## src/include/snes_mem_config.svh

```systemverilog
// Build-time constants for the memory-request front end
// Included by the package and by every RTL module that needs widths or port numbers

`ifndef SNES_MEM_CONFIG_SVH
`define SNES_MEM_CONFIG_SVH

// Byte address into the 8 MB SDRAM
`define SD_ADDR_W 23

// Work-RAM is 128 KB
`define WRAM_ADDR_W 17

// Top six byte-address bits that place work-RAM in the last 128 KB
`define WRAM_BANK_PREFIX 6'b111111

// CPU port numbers on the SDRAM controller
`define CPU_PORT_ROM 1'b0
`define CPU_PORT_WRAM 1'b1

`endif

```

## src/rtl/snes_mem_pkg.sv

```systemverilog
// Types shared by the SDRAM request front end
// Import with a wildcard in the module header of each block

`include "snes_mem_config.svh"

package snes_mem_pkg;

    typedef logic [7:0]                 byte_t;
    typedef logic [15:0]                sd_word_t;    // One SDRAM word
    typedef logic [`SD_ADDR_W-1:0]      sd_addr_t;    // SDRAM byte address
    typedef logic [`WRAM_ADDR_W-1:0]    wram_addr_t;
    typedef logic [31:0]                rv_word_t;    // Processor data

    // System-processor bridge sequencing
    typedef enum logic [2:0] {
        RV_IDLE_REQ0  = 3'd0,    // Idle, issue first half
        RV_WAIT0_REQ1 = 3'd1,    // Wait first, issue second half
        RV_DATA0      = 3'd2,    // Capture first read half
        RV_WAIT1      = 3'd3,
        RV_DATA1      = 3'd4
    } rv_state_t;

endpackage

```

## src/rtl/rom_loader.sv

```systemverilog
// ROM loader front end
// Pairs streamed loader bytes into 16-bit SDRAM writes, tracks the loaded state
// and derives the console run enable

`include "snes_mem_config.svh"

module rom_loader import snes_mem_pkg::*; (
    input  logic        mclk,
    input  logic        resetn,
    input  logic        loading,
    input  byte_t       loader_do,
    input  logic        loader_do_valid,
    input  logic        sdram_busy,
    input  logic        frame_pause,
    output logic        loader_wr,
    output sd_addr_t    loader_waddr,
    output sd_word_t    loader_wdata,
    output logic        loaded,
    output logic        enable
);
    logic     loading_r;
    sd_addr_t byte_addr;
    byte_t    prev_byte;    // Even byte waiting for its partner

    // Word write goes out with the odd byte
    assign loader_wr    = loading & loader_do_valid & byte_addr[0];
    assign loader_waddr = byte_addr;
    assign loader_wdata = {loader_do, prev_byte};

    always_ff @(posedge mclk) begin
        if (!resetn) begin
            loading_r <= 1'b0;
            byte_addr <= '0;
            loaded    <= 1'b0;
            enable    <= 1'b0;
        end else begin
            loading_r <= loading;
            if (loader_do_valid)
                byte_addr <= byte_addr + `SD_ADDR_W'(1);
            if (loading & ~loading_r) begin    // Start of a new image
                byte_addr <= '0;
                loaded    <= 1'b0;
            end
            if (~loading & loading_r)
                loaded <= 1'b1;
            // Hold the console until memory is ready and the image is in
            enable <= ~sdram_busy & ~frame_pause & loaded;
        end
    end

    always_ff @(posedge mclk) begin
        if (loader_do_valid)
            prev_byte <= loader_do;
    end

endmodule

```

## src/rtl/cpu_mem_req.sv

```systemverilog
// Console request generator for the shared 16-bit CPU port of the SDRAM controller
// Loader writes, ROM reads and work-RAM accesses become cpu_req toggles;
// returned words are steered back to the console byte lanes

`include "snes_mem_config.svh"

module cpu_mem_req import snes_mem_pkg::*; (
    input  logic                    mclk,
    input  logic                    resetn,
    input  logic                    loading,
    input  logic                    loader_wr,
    input  sd_addr_t                loader_waddr,
    input  sd_word_t                loader_wdata,
    input  sd_addr_t                rom_addr,
    input  logic                    rom_ce_n,
    input  logic                    rom_word,
    input  wram_addr_t              wram_addr,
    input  logic                    wram_ce_n,
    input  logic                    wram_rd_n,
    input  logic                    wram_we_n,
    input  byte_t                   wram_d,
    input  sd_word_t                cpu_port0,
    input  sd_word_t                cpu_port1,
    output logic                    cpu_req,
    output logic [`SD_ADDR_W-2:0]   cpu_addr,
    output sd_word_t                cpu_din,
    output logic                    cpu_we,
    output logic [1:0]              cpu_ds,
    output logic                    cpu_port,
    output sd_word_t                rom_q,
    output byte_t                   wram_q
);
    logic       wram_rd;
    logic       wram_wr;
    logic       wram_rd_r;
    logic       wram_wr_r;
    wram_addr_t wram_addr_sd;    // Last work-RAM address sent
    sd_addr_t   rom_addr_sd;     // Last ROM address sent
    logic       rom_sd_vld;
    logic       wram_fire;
    logic       rom_fire;

    assign wram_rd = ~wram_ce_n & ~wram_rd_n;
    assign wram_wr = ~wram_ce_n & ~wram_we_n;

    // New word while reading, or a fresh read or write strobe
    assign wram_fire = (wram_rd && wram_addr[`WRAM_ADDR_W-1:1] != wram_addr_sd[`WRAM_ADDR_W-1:1])
                     || (wram_rd & ~wram_rd_r) || (wram_wr & ~wram_wr_r);
    assign rom_fire  = ~loading & ~rom_ce_n & (~rom_sd_vld | (rom_addr != rom_addr_sd));

    always_ff @(posedge mclk) begin
        if (!resetn) begin
            cpu_req      <= 1'b0;
            wram_rd_r    <= 1'b0;
            wram_wr_r    <= 1'b0;
            wram_addr_sd <= '0;
            rom_sd_vld   <= 1'b0;
        end else begin
            wram_rd_r <= wram_rd;
            wram_wr_r <= wram_wr;
            if (wram_fire | loader_wr | rom_fire)
                cpu_req <= ~cpu_req;
            if (wram_fire)
                wram_addr_sd <= wram_addr;
            if (loading)
                rom_sd_vld <= 1'b0;     // Image rewritten, forget the last ROM word
            else if (~wram_fire & rom_fire)
                rom_sd_vld <= 1'b1;
        end
    end

    // Request payload, work-RAM wins over ROM
    always_ff @(posedge mclk) begin
        if (wram_fire) begin
            cpu_addr <= {`WRAM_BANK_PREFIX, wram_addr[`WRAM_ADDR_W-1:1]};
            cpu_din  <= {wram_d, wram_d};
            cpu_we   <= wram_wr;
            cpu_ds   <= {wram_addr[0], ~wram_addr[0]};    // Odd byte is the high lane
            cpu_port <= `CPU_PORT_WRAM;
        end else if (loader_wr) begin
            cpu_addr <= loader_waddr[`SD_ADDR_W-1:1];
            cpu_din  <= loader_wdata;
            cpu_we   <= 1'b1;
            cpu_ds   <= 2'b11;
            cpu_port <= `CPU_PORT_ROM;
        end else if (rom_fire) begin
            rom_addr_sd <= rom_addr;
            cpu_addr    <= rom_addr[`SD_ADDR_W-1:1];
            cpu_we      <= 1'b0;
            cpu_ds      <= 2'b11;
            cpu_port    <= `CPU_PORT_ROM;
        end
    end

    // Byte reads at odd addresses want the high byte in the low lane
    assign rom_q  = (rom_word | ~rom_addr[0]) ? cpu_port0
                                              : {cpu_port0[7:0], cpu_port0[15:8]};
    assign wram_q = wram_addr[0] ? cpu_port1[15:8] : cpu_port1[7:0];

endmodule

```

## src/rtl/rv_bridge.sv

```systemverilog
// Bridge from the 32-bit system processor bus to the 16-bit SDRAM rv port
// Each access becomes one or two half-word toggle requests; rv_ready pulses once
// when the whole access is done

`include "snes_mem_config.svh"

module rv_bridge import snes_mem_pkg::*; (
    input  logic                    mclk,
    input  logic                    resetn,
    input  logic                    rv_valid,
    input  sd_addr_t                rv_addr,
    input  rv_word_t                rv_wdata,
    input  logic [3:0]              rv_wstrb,
    input  logic                    rv_req_ack,
    input  sd_word_t                rv_dout,
    output logic                    rv_ready,
    output rv_word_t                rv_rdata,
    output logic                    rv_req,
    output logic [`SD_ADDR_W-2:0]   rv_sd_addr,
    output sd_word_t                rv_din,
    output logic [1:0]              rv_ds,
    output logic                    rv_we
);
    rv_state_t rvst;
    logic      rv_valid_r;
    logic      rv_new_req;    // Request seen while still busy
    logic      new_edge;
    logic      rv_word;       // Upper half selected
    sd_word_t  rv_dout0;      // Lower read half

    assign new_edge   = rv_valid & ~rv_valid_r;
    assign rv_we      = |rv_wstrb;
    assign rv_sd_addr = {rv_addr[`SD_ADDR_W-1:2], rv_word};
    assign rv_din     = rv_word ? rv_wdata[31:16] : rv_wdata[15:0];
    assign rv_rdata   = {rv_dout, rv_dout0};

    always_ff @(posedge mclk) begin
        if (!resetn) begin
            rvst       <= RV_IDLE_REQ0;
            rv_ready   <= 1'b0;
            rv_req     <= 1'b0;
            rv_valid_r <= 1'b0;
            rv_new_req <= 1'b0;
            rv_word    <= 1'b0;
            rv_ds      <= 2'b00;
        end else begin
            rv_ready   <= 1'b0;
            rv_valid_r <= rv_valid;
            if (new_edge)
                rv_new_req <= 1'b1;

            case (rvst)
                RV_IDLE_REQ0: begin
                    if (rv_new_req | new_edge) begin
                        rv_new_req <= 1'b0;
                        rv_req     <= ~rv_req;
                        if (rv_we && rv_wstrb[1:0] == 2'b00) begin
                            rv_word <= 1'b1;             // Upper half only
                            rv_ds   <= rv_wstrb[3:2];
                            rvst    <= RV_WAIT1;
                        end else begin
                            rv_word <= 1'b0;
                            rv_ds   <= rv_we ? rv_wstrb[1:0] : 2'b11;
                            rvst    <= RV_WAIT0_REQ1;
                        end
                    end
                end
                RV_WAIT0_REQ1: begin
                    if (rv_req == rv_req_ack) begin
                        rv_word <= 1'b1;
                        if (!rv_we) begin
                            rv_req <= ~rv_req;
                            rv_ds  <= 2'b11;
                            rvst   <= RV_DATA0;
                        end else if (rv_wstrb[3:2] == 2'b00) begin
                            rv_ready <= 1'b1;            // Lower half only, done
                            rvst     <= RV_IDLE_REQ0;
                        end else begin
                            rv_req <= ~rv_req;
                            rv_ds  <= rv_wstrb[3:2];
                            rvst   <= RV_WAIT1;
                        end
                    end
                end
                RV_DATA0:
                    rvst <= RV_WAIT1;
                RV_WAIT1: begin
                    if (rv_req == rv_req_ack) begin
                        if (rv_we) begin
                            rv_ready <= 1'b1;
                            rvst     <= RV_IDLE_REQ0;
                        end else begin
                            rvst <= RV_DATA1;
                        end
                    end
                end
                RV_DATA1: begin
                    rv_ready <= 1'b1;
                    rvst     <= RV_IDLE_REQ0;
                end
                default:
                    rvst <= RV_IDLE_REQ0;
            endcase
        end
    end

    // First read word is still on rv_dout in the cycle after its ack
    always_ff @(posedge mclk) begin
        if (rvst == RV_DATA0)
            rv_dout0 <= rv_dout;
    end

endmodule

```

## src/rtl/snes_mem_top.sv

```systemverilog
// Memory-request front end of the console
// Connects the ROM loader, the CPU-port request generator and the processor bridge
// to one external SDRAM controller

`include "snes_mem_config.svh"

module snes_mem_top import snes_mem_pkg::*; (
    input  logic                    mclk,
    input  logic                    resetn,
    // Loader and run control
    input  logic                    loading,
    input  byte_t                   loader_do,
    input  logic                    loader_do_valid,
    input  logic                    sdram_busy,
    input  logic                    frame_pause,
    output logic                    loaded,
    output logic                    enable,
    // Console ROM and work-RAM
    input  sd_addr_t                rom_addr,
    input  logic                    rom_ce_n,
    input  logic                    rom_word,
    output sd_word_t                rom_q,
    input  wram_addr_t              wram_addr,
    input  logic                    wram_ce_n,
    input  logic                    wram_rd_n,
    input  logic                    wram_we_n,
    input  byte_t                   wram_d,
    output byte_t                   wram_q,
    // SDRAM CPU port
    output logic                    cpu_req,
    output logic [`SD_ADDR_W-2:0]   cpu_addr,
    output sd_word_t                cpu_din,
    output logic                    cpu_we,
    output logic [1:0]              cpu_ds,
    output logic                    cpu_port,
    input  sd_word_t                cpu_port0,
    input  sd_word_t                cpu_port1,
    // System processor and SDRAM rv port
    input  logic                    rv_valid,
    input  sd_addr_t                rv_addr,
    input  rv_word_t                rv_wdata,
    input  logic [3:0]              rv_wstrb,
    output logic                    rv_ready,
    output rv_word_t                rv_rdata,
    output logic                    rv_req,
    input  logic                    rv_req_ack,
    output logic [`SD_ADDR_W-2:0]   rv_sd_addr,
    output sd_word_t                rv_din,
    output logic [1:0]              rv_ds,
    output logic                    rv_we,
    input  sd_word_t                rv_dout
);
    logic     loader_wr;
    sd_addr_t loader_waddr;
    sd_word_t loader_wdata;

    rom_loader rom_loader_i (
        .mclk(mclk), .resetn(resetn), .loading(loading),
        .loader_do(loader_do), .loader_do_valid(loader_do_valid),
        .sdram_busy(sdram_busy), .frame_pause(frame_pause),
        .loader_wr(loader_wr), .loader_waddr(loader_waddr), .loader_wdata(loader_wdata),
        .loaded(loaded), .enable(enable)
    );

    cpu_mem_req cpu_mem_req_i (
        .mclk(mclk), .resetn(resetn), .loading(loading),
        .loader_wr(loader_wr), .loader_waddr(loader_waddr), .loader_wdata(loader_wdata),
        .rom_addr(rom_addr), .rom_ce_n(rom_ce_n), .rom_word(rom_word),
        .wram_addr(wram_addr), .wram_ce_n(wram_ce_n), .wram_rd_n(wram_rd_n),
        .wram_we_n(wram_we_n), .wram_d(wram_d),
        .cpu_port0(cpu_port0), .cpu_port1(cpu_port1),
        .cpu_req(cpu_req), .cpu_addr(cpu_addr), .cpu_din(cpu_din), .cpu_we(cpu_we),
        .cpu_ds(cpu_ds), .cpu_port(cpu_port), .rom_q(rom_q), .wram_q(wram_q)
    );

    rv_bridge rv_bridge_i (
        .mclk(mclk), .resetn(resetn), .rv_valid(rv_valid), .rv_addr(rv_addr),
        .rv_wdata(rv_wdata), .rv_wstrb(rv_wstrb), .rv_req_ack(rv_req_ack),
        .rv_dout(rv_dout), .rv_ready(rv_ready), .rv_rdata(rv_rdata), .rv_req(rv_req),
        .rv_sd_addr(rv_sd_addr), .rv_din(rv_din), .rv_ds(rv_ds), .rv_we(rv_we)
    );

endmodule

```

## config.mk

```make
export PLATFORM = sky130hd
export DESIGN_NAME = snes_mem_top
export DESIGN_NICKNAME = d
export VERILOG_FILES = /design/src/rtl/snes_mem_pkg.sv /design/src/rtl/rom_loader.sv /design/src/rtl/cpu_mem_req.sv /design/src/rtl/rv_bridge.sv /design/src/rtl/snes_mem_top.sv
export VERILOG_INCLUDE_DIRS = /design/src /design/src/include
export SDC_FILE = /design/constraint.sdc
export NUM_CORES = 1
export LEC_CHECK = 0
export BUFFER_PORTS_ARGS = -buffer_cell sky130_fd_sc_hd__buf_2
export CORE_ASPECT_RATIO = 1.4
export CORE_MARGIN = 2
export CORE_UTILIZATION = 30
export DETAILED_ROUTE_END_ITERATION = 10
export GPL_TIMING_DRIVEN = 0
export PLACE_DENSITY = 0.66
export REMOVE_ABC_BUFFERS = 1
export SYNTH_ARGS = -nofsm -noshare
export SYNTH_HDL_FRONTEND = slang
export SYNTH_HIERARCHICAL = 1
export SYNTH_SLANG_ARGS = --single-unit
```

## constraint.sdc

```tcl
create_clock -name mclk -period 5.1 [get_ports mclk]
set_input_delay 0.51 -clock mclk [delete_from_list [all_inputs] [get_ports mclk]]
set_output_delay 0.51 -clock mclk [all_outputs]
set_load 0.02 [all_outputs]
```

Word level (Yosys, flattened, before mapping) --
Cells that the tools add are included.
Cells by class: muxes and demuxes 50, bitwise logic cells 38, reductions and logical operators 19, add/sub/neg operators 1, equality and inequality tests 11
Operator list (count):
- 16-bit two-way mux | 5
- 22-bit two-way mux | 2
- 23-bit by 1-bit adder with 23-bit output (second input constant) | 1
- 23-bit != test | 1
- 2-bit two-way mux | 11
- 1-bit two-way mux | 21
- 1-bit NOT | 19
- 16-bit != test | 1
- 3-bit two-way mux | 5
- 1-bit AND | 14
- 3-bit one-hot mux with 4 select lines | 1
- 3-bit AND reduction | 3
- 8-bit two-way mux | 1
- 2-bit nonzero test | 4
- 3-bit by 2-bit == test with 1-bit output (second input constant) | 2
- 2-bit by 1-bit != test with 1-bit output (second input constant) | 3
- 1-bit bitwise OR | 5
- 2-bit logical NOT | 2
- 1-bit one-hot mux with 2 select lines | 2
- 2-bit one-hot mux with 2 select lines | 1
- 4-bit AND reduction | 1
- 2-bit OR reduction | 2
- 4-bit OR reduction | 1
- 3-bit by 1-bit == test with 1-bit output (second input constant) | 1
- 8 further kinds | 10
Word-level totals: flip-flop bits (word level) 146, output and inout port bits 144

Longest topological paths before layout --
Gate-level depths: netlist of run 1.
depth after elaboration 7, mapped depth 8

Hierarchy --
Netlist of run 1, hierarchy kept.
By module, submodules not included:
- cpu_mem_req | area each 4126.5 um^2, cells an instance 353, times used 1, sequential area each 2282.2 um^2
- rv_bridge | area each 1535.2 um^2, cells an instance 136, times used 1, sequential area each 680.7 um^2
- rom_loader | area each 1511.4 um^2, cells an instance 150, times used 1, sequential area each 760.7 um^2

Least setup slack after synthesis of run 1 --
No wires, ideal clock.
path kind input-to-reg, start input port wram_addr[10], end register cpu_mem_req_i.rom_addr_sd[0], enable pin, path slack 2.518 ns, arrival 2.200 ns, setup time 0.382 ns, cell stages on the path 7, path through xor2_1 -> nor4_1 -> and3_1 -> a31oi_1 -> buf_4 -> nor2_2 -> and2_1
Between the ends: word-level cells in the longest chain between the ends 6
RTL lines:
- from (decl) | RTL line snes_mem_top.sv:23 | input wram_addr_t wram_addr,
- 16-bit != test | RTL line cpu_mem_req.sv:47 | assign wram_fire = (wram_rd && wram_addr[`WRAM_ADDR_W-1:1] != wram_addr_sd[`WRAM_ADDR_W-1:1])
- 1-bit logical AND | RTL line cpu_mem_req.sv:47
- 1-bit logical OR (2 in series) | RTL line cpu_mem_req.sv:47
- 1-bit NOT (no source line)
- 3-bit AND reduction (no source line)
- to (signal assigned) | RTL line cpu_mem_req.sv:87 | rom_addr_sd <= rom_addr;
- to (decl) | RTL line cpu_mem_req.sv:38 | sd_addr_t rom_addr_sd;
Every way passes these cells. A chain may end at the register's enable or synchronous reset.

Worst setup path after layout of run 1 --
start register cpu_mem_req_i.wram_addr_sd[10], end register cpu_mem_req_i.rom_addr_sd[13], enable pin
Between the ends: word-level cells in the longest chain between the ends 6
RTL lines:
- from (decl) | RTL line cpu_mem_req.sv:37 | wram_addr_t wram_addr_sd;
- from (signal assigned) | RTL line cpu_mem_req.sv:64 | wram_addr_sd <= wram_addr;
- 16-bit != test | RTL line cpu_mem_req.sv:47
- 1-bit logical AND | RTL line cpu_mem_req.sv:47
- 1-bit logical OR (2 in series) | RTL line cpu_mem_req.sv:47
- 1-bit NOT (no source line)
- 3-bit AND reduction (no source line)
Every way passes these cells.

==> metrics.txt, run 1 <==
XOR/XNOR Fraction of Synth Area=6.35%; largest net degree at the start of global routing=38; PwrDens=348 mW/mm²; final hold vios=0; number of core rows=67; pins over their slew limit=0; actual slew at the worst max-slew pin=1.40 ns; Final WS setup=1.57 ns; Commonest cells post-synth=edfxtp_1, nand2_1, dfxtp_1; post-route insts no fill=1188; share of the synthesized area in the top cell type=34.3%; Root Driver=clkbuf_16; share of cells above drive strength 1=41.6%; Place WS=1.17 ns; Mean Syn Cell Area=11.2 µm²; post-synth top area cell=edfxtp_1; Nets=1041; number of global-route vias before repair=5356; CTS max path bufs=2; HP Class=input pin to register; P_leak=3.72 nW; Synth Area in Adders=0.663%; number of flops mapped to enable cells by yosys=82; post-route ant nets=0; die height=187 µm; required time of the worst setup path=5.13 ns; Max Used Layer=met4; Gates resized, CTS repair=0; Seq cells post-synth=145; M1 WL=7640 µm; largest family of logic cells by synthesized area=simple AND/OR/NAND/NOR gates; I/O Pins=320; post-cts hold buffer count=0; Cell Area, Synth=0.00717 mm²; first-pass GRT wire length=28400 µm; initial drt markers=285; CP Max Fanout=30; routed wire length=18600 µm; R2R depth=8; Final setup viols=0; area of the core=0.0237 mm²; multiplexer area fraction after synthesis=11.1%; fin crit period=3.53 ns; WHS Path Cells=2; max-cap violations=0; critical path class=register to register; WL per Instance=15.7 µm; Simple-Gate Fraction of Synth Area=14.8%; most area-consuming cells after synthesis=edfxtp_1, dfxtp_1, xnor2_1; DP Wirelength=14100 µm; Met3 Wirelength=971 µm; Starting Density=30.2%; met2 routed WL=9600 µm; worst skew pair latency=0.43 ns; RSZ-0062 raised after global routing=no; GPL Wtd Cong=0.784; average via count per standard cell=4.62; DRC Markers=0; Fill cells=2314; f_max=284 MHz; CP arrival=3.56 ns; Die Area=0.0252 mm²; synth warn=6; Critical Path End Type=register; status=completed; Distinct cells, synth=63; area grow syn2layout=26.9%; Synth Area in Compound Gates=7.81%; ys async rst share=0%; clock skew=0.0156 ns; initial antenna violation count=2; TritonCTS clock tree=built; Buffers on Ports=275; vias post-DR=5494; H-tree depth=4; clock sinks=145; grt ovf=0; setup bufs post-CTS=0; GRT Util Overall=14.7%; register clock-pin slew on the reported worst setup and hold paths=0.07 ns; First-pass DRT Iterations=5; worst vdd ir=0.229 mV; Cells after Synth=639; CTS buffer count=17; chip width=135 µm; fin crit share=69.1%; cell count after placement=1153; Worst setup SP type=register; sequential-to-total area share from yosys stat=51.9%; Main synth FF type=edfxtp_1; Rel. slew slack=6.96%
==> layout by cell type, fill, tap and decap left out, types with 5 or more instances in the layout <==
master / netlist / layout
a21boi_0: 10 / 10
nand3_1: 10 / 10
clkbuf_16: 0 / 18
a21boi_1: 6 / 6
mux2_4: 9 / 9
nand2_1: 82 / 82
mux2_2: 31 / 31
nand4_1: 12 / 12
o21ai_0: 19 / 19
nor3b_1: 7 / 7
buf_2: 5 / 275
nor2_1: 30 / 29
xnor2_1: 43 / 43
a21oi_1: 15 / 15
o31ai_1: 5 / 5
inv_1: 7 / 7
mux2i_1: 29 / 29
edfxtp_1: 82 / 82
nand2b_1: 23 / 23
xor2_1: 9 / 9
dfxtp_1: 63 / 63
==> metrics by stage <==
step / power, W / area (µm²) / hold WS [ns] / utilization (%) / setup TNS, ns
global placement: 0.00193 / 8440 / 0.449 / 35.6 / -228.09
global route: 0.00330 / 9100 / 0.228 / 38.4 / 0
floorplan: 0.00170 / 6670 / 0.461 / - / -0.112
finish: 0.00317 / 9100 / 0.233 / 38.4 / 0
detailed placement: 0.00194 / 8500 / 0.455 / 35.8 / 0
CTS: 0.00321 / 9090 / 0.213 / 38.3 / 0
==> registers in the layout, summed over array words and instances, names as in the netlist, 2 cells and up <==
| register | flops |
|---|---|
| cpu_mem_req_i/rom_addr_sd | 23 |
| rom_loader_i/loader_waddr | 23 |
| cpu_mem_req_i/cpu_addr | 22 |
| cpu_mem_req_i/cpu_din | 16 |
| cpu_mem_req_i/wram_addr_sd | 16 |
| rv_bridge_i/rv_dout0 | 16 |
| rom_loader_i/prev_byte | 8 |
| rv_bridge_i/rvst | 3 |
| cpu_mem_req_i/cpu_ds | 2 |
| rv_bridge_i/rv_ds | 2 |
==> where the power goes <==
part           internal (W)  total [W]  switching (W)
clock network      0.000763    0.00126       0.000498
registers           0.00132    0.00137      0.0000421
logic              0.000227   0.000543       0.000316
total               0.00231    0.00317       0.000856
==> worst paths after layout <==
kind	startpoint	endpoint	slack (ns)
min	frame_pause	rom_loader_i/enable	0.23
max reg2reg	cpu_mem_req_i/wram_addr_sd[10]	cpu_mem_req_i/rom_addr_sd[13]	1.57
min reg2reg	cpu_mem_req_i/cpu_port	cpu_mem_req_i/cpu_port	0.47
max	cpu_mem_req_i/wram_addr_sd[10]	cpu_mem_req_i/rom_addr_sd[13]	1.57
==> worst max-delay path, cell delays in order (launching register included) <==
cell and delay, ns:
dfxtp_1 0.32, xor2_1 0.16, nor4_1 0.42, and3_1 0.30, a31oi_4 0.28, buf_12 0.27
buf_16 0.18, nor2_2 0.26, and2_1 0.92
==> cells by family after synthesis <==
| logic type | count (synthesis) |
|---|---|
| compound gates | 81 |
| mux | 71 |
| flops | 145 |
| fa+ha+maj | 4 |
| simple gates | 206 |
| xor+xnor | 52 |
| buf+inv | 80 |
==> layout make-up <==
type                            count  area [µm²]  area share (%)
Clock inverter                     12         129            1.42
Tap cell                          310         388            4.26
Timing Repair Buffer              277        1420            15.6
Multi-Input combinational cell    414        2940            32.3
Inverter                            7        26.3           0.289
Clock buffer                       20         468            5.14
Sequential cell                   145        3720            40.9
Antenna cell                        3        7.51          0.0825
==> layer usage <==
layer / global-route usage (%) / vias up
met5: 0 / -
met3: 3.85 / 22
met4: 5.43 / 0
met2: 25.0 / 162
met1: 17.7 / 2638
li1: - / 2672
No activity file was read; power rests on OpenSTA's default activity.
==> inputs of run 2 (changes only) <==
PLACE_DENSITY = 0.68   (was 0.66)
clock period = 2.93 ns   (was 5.1 ns; I/O delays follow)
==> metrics.txt, run 2 (same netlist as run 1, synthesis figures left out) <==
status=completed; actual slew at the worst max-slew pin=0.974 ns (-0.421 ns); CP Max Fanout=33 (+10%); Sequential Power Share=43.6% (+0.5 points); largest net degree at the start of global routing=38 (unchanged); R2R setup slack=0.15 ns (-1.43 ns); Crit. Startpoint=cpu_mem_req_i/wram_addr_sd[10]; first-pass GRT wire length=28400 µm (+0.12%); DRC Markers=0 (unchanged); Clk network pwr share=38.7% (-1.1 points); Worst setup SP type=register; routed wire length=19000 µm (+2.1%); Buffers on Ports=275 (unchanged); number of global-route vias before repair=5370 (+0.26%); CTS max path bufs=2 (unchanged); I/O Pins=320 (unchanged); die height=187 µm (unchanged); Worst path slowest cell=nor4_1; CP arrival=2.89 ns (-0.67 ns); required time of the worst setup path=3.04 ns (-2.09 ns); chip width=135 µm (unchanged); area grow syn2layout=27.5%; reg2reg start=cpu_mem_req_i/wram_addr_sd[10]; grt ovf=0 (unchanged); WL per Instance=15.9 µm (+1.8%); Nets=1047 (+0.58%); Internal=0.00396 W (+71%); CTS buffer count=17 (unchanged); final hold vios=0 (unchanged); DP Wirelength=14400 µm (+2.3%); HP Start=rv_dout[1]; clock skew=0.00992 ns (-0.00567 ns); area of the core=0.0237 mm² (unchanged); critical path class=register to register; Starting Density=30.2% (unchanged); Hold WS=0.0560 ns (-0.177 ns); critical path capture point=cpu_mem_req_i/rom_addr_sd[10]; cell family with most CP delay=simple AND/OR/NAND/NOR gates; worst skew pair latency=0.42 ns (about the same); fin crit period=2.78 ns (-0.743 ns); P_leak=3.73 nW (+0.38%); Place WS=-0.732 ns (-1.90 ns); final total power=0.00545 W (+72%); post-route insts no fill=1192 (+0.34%); initial drt markers=321 (+13%); HP Class=input pin to register; Sw Ratio=27.4% (+0.35 points); area of the multi-input gates=0.00296 mm² (+0.68%); switching power=0.00149 W (+74%); worst vdd ir=0.401 mV (+75%); share of cells above drive strength 1=42.0% (+0.40 points); Final setup viols=0 (unchanged); register clock-pin slew on the reported worst setup and hold paths=0.06 ns (about the same); GPL Wtd Cong=0.781 (-0.48%); R2R depth=8 (unchanged); Critical Path End Type=register; Combinational Power Share=17.6% (+0.5 points); initial antenna violation count=2 (unchanged); First-pass DRT Iterations=6 (+1); vias post-DR=5475 (-0.35%); number of core rows=67 (unchanged); pins over their slew limit=0 (unchanged); RSZ-0062 raised after global routing=no; RR Endpoint=cpu_mem_req_i/rom_addr_sd[10]; clock sinks=145 (unchanged); Final WS setup=0.147 ns (-1.43 ns); worst stage delay on the critical path=0.36 ns (-0.56 ns); Root Driver=clkbuf_16; f_max=359 MHz (+27%); fin crit share=95.0% (+26 points); commonest cells after routing, fill and taps aside=buf_2, nand2_1, edfxtp_1; Buffers & Inverters on Critical Path=2 (unchanged); max-cap violations=0 (unchanged); Die Area=0.0252 mm² (unchanged); post-route ant nets=0 (unchanged); leading cell type in the layout, fill and taps excluded=buf_2; TritonCTS clock tree=built; Rel. slew slack=34.9% (+28 points); cell count after placement=1153 (unchanged); average via count per standard cell=4.59 (-0.68%); GRT Util Overall=14.7% (+0.024 points); critical path depth=8 (unchanged); CP cell instances=xor2_1 > nor4_1 > and3_1 > a31oi_4 > buf_12 > buf_16 > nor2_4 > and2_4; H-tree depth=4 (unchanged); Post-Route Utilization=38.5% (+0.16 points); Fill cells=2302 (-0.52%); Storage cell area=0.00372 mm² (unchanged); PwrDens=596 mW/mm² (+71%)
run 2: final cells by class:
class,instances,area share [%]
sequential,145,40.7
multi-input combinational,415,32.4
timing repair buffer,282,16.1
clock buffer,19,4.73
tap,310,4.24
clock inverter,13,1.51
inverter,7,0.328
antenna,1,0.0274
run 2: how the worst min path moves through the flow:
stage               cells after the start                 endpoint
CTS                                     1  rv_bridge_i/rv_dout0[1]
global route                            1  rv_bridge_i/rv_dout0[1]
global placement                        2    cpu_mem_req_i/cpu_req
finish                                  1  rv_bridge_i/rv_dout0[1]
floorplan                               1  cpu_mem_req_i/wram_rd_r
detailed placement                      2    cpu_mem_req_i/cpu_req
run 2: per-layer routing:
layer	GRT usage (%)	up-vias	part of all wire, %
met5	0	-	0
met3	3.41	38	4.8
met1	17.4	2581	41
met4	6.96	0	3.4
met2	24.9	166	51
li1	-	2690	-
run 2: power by group through the flow:
stage               registers, W  logic (W)  clock network, W
finish                   0.00238   0.000962           0.00211
global route             0.00240    0.00103           0.00224
CTS                      0.00238   0.000965           0.00216
detailed placement       0.00243   0.000953                 0
global placement         0.00242   0.000940                 0
floorplan                0.00252   0.000443                 0
run 2: what timing repair did:
| action | in CTS | in global routing |
|---|---|---|
| hold buffers | 2 | 0 |
| setup buffers | 2 | 0 |
| gates cloned | 0 | 1 |
| resized for setup | 5 | 1 |
| endpoints found under the hold margin | 1 | 0 |
| endpoints found under the setup margin | 39 | 23 |
run 2: per-stage QoR:
step           TNS [ns]  cell area (µm²)
2_1_floorplan   -192.50             6670
3_3_place_gp    -450.75             8440
3_5_place_dp     -18.67             8500
4_1_cts               0             9120
5_1_grt               0             9140
6_report              0             9140
==> inputs of run 3 (changes only) <==
PLACE_DENSITY = 0.66   (was 0.68)
clock period = 2.9 ns   (was 2.93 ns; I/O delays follow)
==> metrics.txt, run 3 (same netlist as run 1, synthesis figures left out) <==
PwrDens=609 mW/mm² (+2.1%); Buffers on Ports=275 (unchanged); H-tree depth=4 (unchanged); fin crit share=97.5% (+2.5 points); f_max=354 MHz (-1.6%); area of the core=0.0237 mm² (unchanged); share of cells above drive strength 1=42.2% (+0.16 points); CP Max Fanout=30 (-9.1%); Place WS=-0.809 ns (-0.0769 ns); actual slew at the worst max-slew pin=0.994 ns (+0.0196 ns); Worst setup SP type=register; P_leak=3.74 nW (+0.24%); clock skew=0.0148 ns (+0.00491 ns); max-cap violations=0 (unchanged); Final WS setup=0.0732 ns (-0.0741 ns); leading cell type in the layout, fill and taps excluded=buf_2; Die Area=0.0252 mm² (unchanged); chip width=135 µm (unchanged); RR Endpoint=cpu_mem_req_i/rom_addr_sd[13]; Nets=1046 (-0.096%); Root Driver=clkbuf_16; commonest cells after routing, fill and taps aside=buf_2, nand2_1, edfxtp_1; Antenna Diode Count=0 (-1); GRT Util Overall=14.7% (about the same); area grow syn2layout=27.9%; CP cell instances=xor2_1 > nor4_1 > and3_1 > a31oi_4 > buf_12 > buf_16 > nor2_4 > and2_4; first-pass GRT wire length=28500 µm (+0.24%); TritonCTS clock tree=built; required time of the worst setup path=3.00 ns (-0.04 ns); largest net degree at the start of global routing=38 (unchanged); average via count per standard cell=4.68 (+1.9%); First-pass DRT Iterations=4 (-2); DP Wirelength=14100 µm (-2.3%); status=completed; Worst path slowest cell=nor4_1; worst stage delay on the critical path=0.42 ns (+0.06 ns); Sequential Power Share=43.0% (-0.6 points); number of core rows=67 (unchanged); final hold vios=0 (unchanged); final total power=0.00559 W (+2.5%); Hold WS=0.0544 ns (-0.00158 ns); routed wire length=19000 µm (-0.17%); HP Class=input pin to register; fin crit period=2.83 ns (+0.0441 ns); initial drt markers=370 (+15%); reg2reg start=cpu_mem_req_i/wram_addr_sd[10]; Final setup viols=0 (unchanged); critical path class=register to register; CTS buffer count=17 (unchanged); Internal=0.00408 W (+2.9%); post-route ant nets=0 (unchanged); Fill cells=2308 (+0.26%); CTS max path bufs=2 (unchanged); register clock-pin slew on the reported worst setup and hold paths=0.06 ns (about the same); post-route cell area=0.00918 mm² (+0.36%); WL per Instance=15.9 µm (about the same); initial antenna violation count=1 (-1); worst vdd ir=0.398 mV (-0.54%); R2R depth=8 (unchanged); critical path capture point=cpu_mem_req_i/rom_addr_sd[13]; Clk network pwr share=39.6% (+0.9 points); DP Area=0.00850 mm² (unchanged); die height=187 µm (unchanged); Starting Density=30.2% (unchanged); vias post-DR=5571 (+1.8%); DRC Markers=0 (unchanged); clock sinks=145 (unchanged); total negative slack=0 ns (unchanged); GPL Wtd Cong=0.784 (+0.49%); grt ovf=0 (unchanged); R2R setup slack=0.07 ns (-0.07 ns); CP arrival=2.93 ns (+0.04 ns); Crit. Startpoint=cpu_mem_req_i/wram_addr_sd[10]; pins over their slew limit=0 (unchanged); number of global-route vias before repair=5371 (+0.019%); worst skew pair latency=0.43 ns (about the same); Critical Path End Type=register; Sw Ratio=27.1% (-0.32 points); I/O Pins=320 (unchanged); switching power=0.00151 W (+1.3%); Rel. slew slack=33.6% (-1.3 points); Combinational Power Share=17.4% (-0.2 points)
-- run 3: final cells by class --
type | count | area, µm² | share of cell area, %
clock buffer | 20 | 468 | 5.10
clock inverter | 12 | 129 | 1.40
inverter | 7 | 30.0 | 0.327
multi-input combinational | 416 | 2970 | 32.4
sequential | 145 | 3720 | 40.6
tap | 310 | 388 | 4.23
timing repair buffer | 280 | 1460 | 16.0
-- run 3: critical path: cells and delay by family (launching register included) --
family | cells | cell delay, ns
xor+xnor | 1 | 0.16
flops | 1 | 0.32
compound gates | 1 | 0.24
buf+inv | 2 | 0.43
simple gates | 4 | 1.34
-- run 3: repair_timing --
| action | CTS | global route |
|---|---|---|
| buffers inserted | 0 | 1 |
| gates cloned | 0 | 2 |
| resized for setup | 5 | 1 |
| setup endpoints to repair | 39 | 39 |
| hold buffers | 2 | 0 |
| endpoints found under the hold margin | 1 | 0 |
| pin swaps | 0 | 1 |
-- run 3: worst min-delay path by stage --
stage | from | slack [ns] | end | cells after the start
after global routing | rv_dout[9] | 0.04 | rv_bridge_i/rv_dout0[9] | 1
final | rv_dout[0] | 0.05 | rv_bridge_i/rv_dout0[0] | 1
after global placement | cpu_mem_req_i/cpu_req | 0.45 | cpu_mem_req_i/cpu_req | 2
after detailed placement | frame_pause | 0.45 | rom_loader_i/enable | 2
after CTS | rv_dout[0] | 0.03 | rv_bridge_i/rv_dout0[0] | 1
after floorplan | wram_rd_n | 0.36 | cpu_mem_req_i/wram_rd_r | 1
-- run 3: metrics by stage --
| step | std cells | util, % |
|---|---|---|
| 5_1_grt | 1190 | 38.7 |
| 6_report | 1190 | 38.7 |
| 3_5_place_dp | 1153 | 35.8 |
| 3_3_place_gp | 1151 | 35.6 |
| 4_1_cts | 1187 | 38.5 |
| 2_1_floorplan | 566 | - |
-- run 3: per-layer routing --
layer | track usage (%) | vias to the layer above | wire, µm
li1 | - | 2686 | -
met1 | 17.7 | 2680 | 7810
met2 | 25.1 | 181 | 9800
met3 | 3.69 | 24 | 951
met4 | 5.47 | 0 | 418
met5 | 0 | - | 0
-- run 3: power groups by stage --
stage	clock (W)	combinational, W	sequential, W
after detailed placement	0	0.000962	0.00245
after global placement	0	0.000950	0.00244
final	0.00221	0.000970	0.00240
after global routing	0.00236	0.00105	0.00242
after CTS	0.00228	0.000970	0.00240
after floorplan	0	0.000447	0.00255
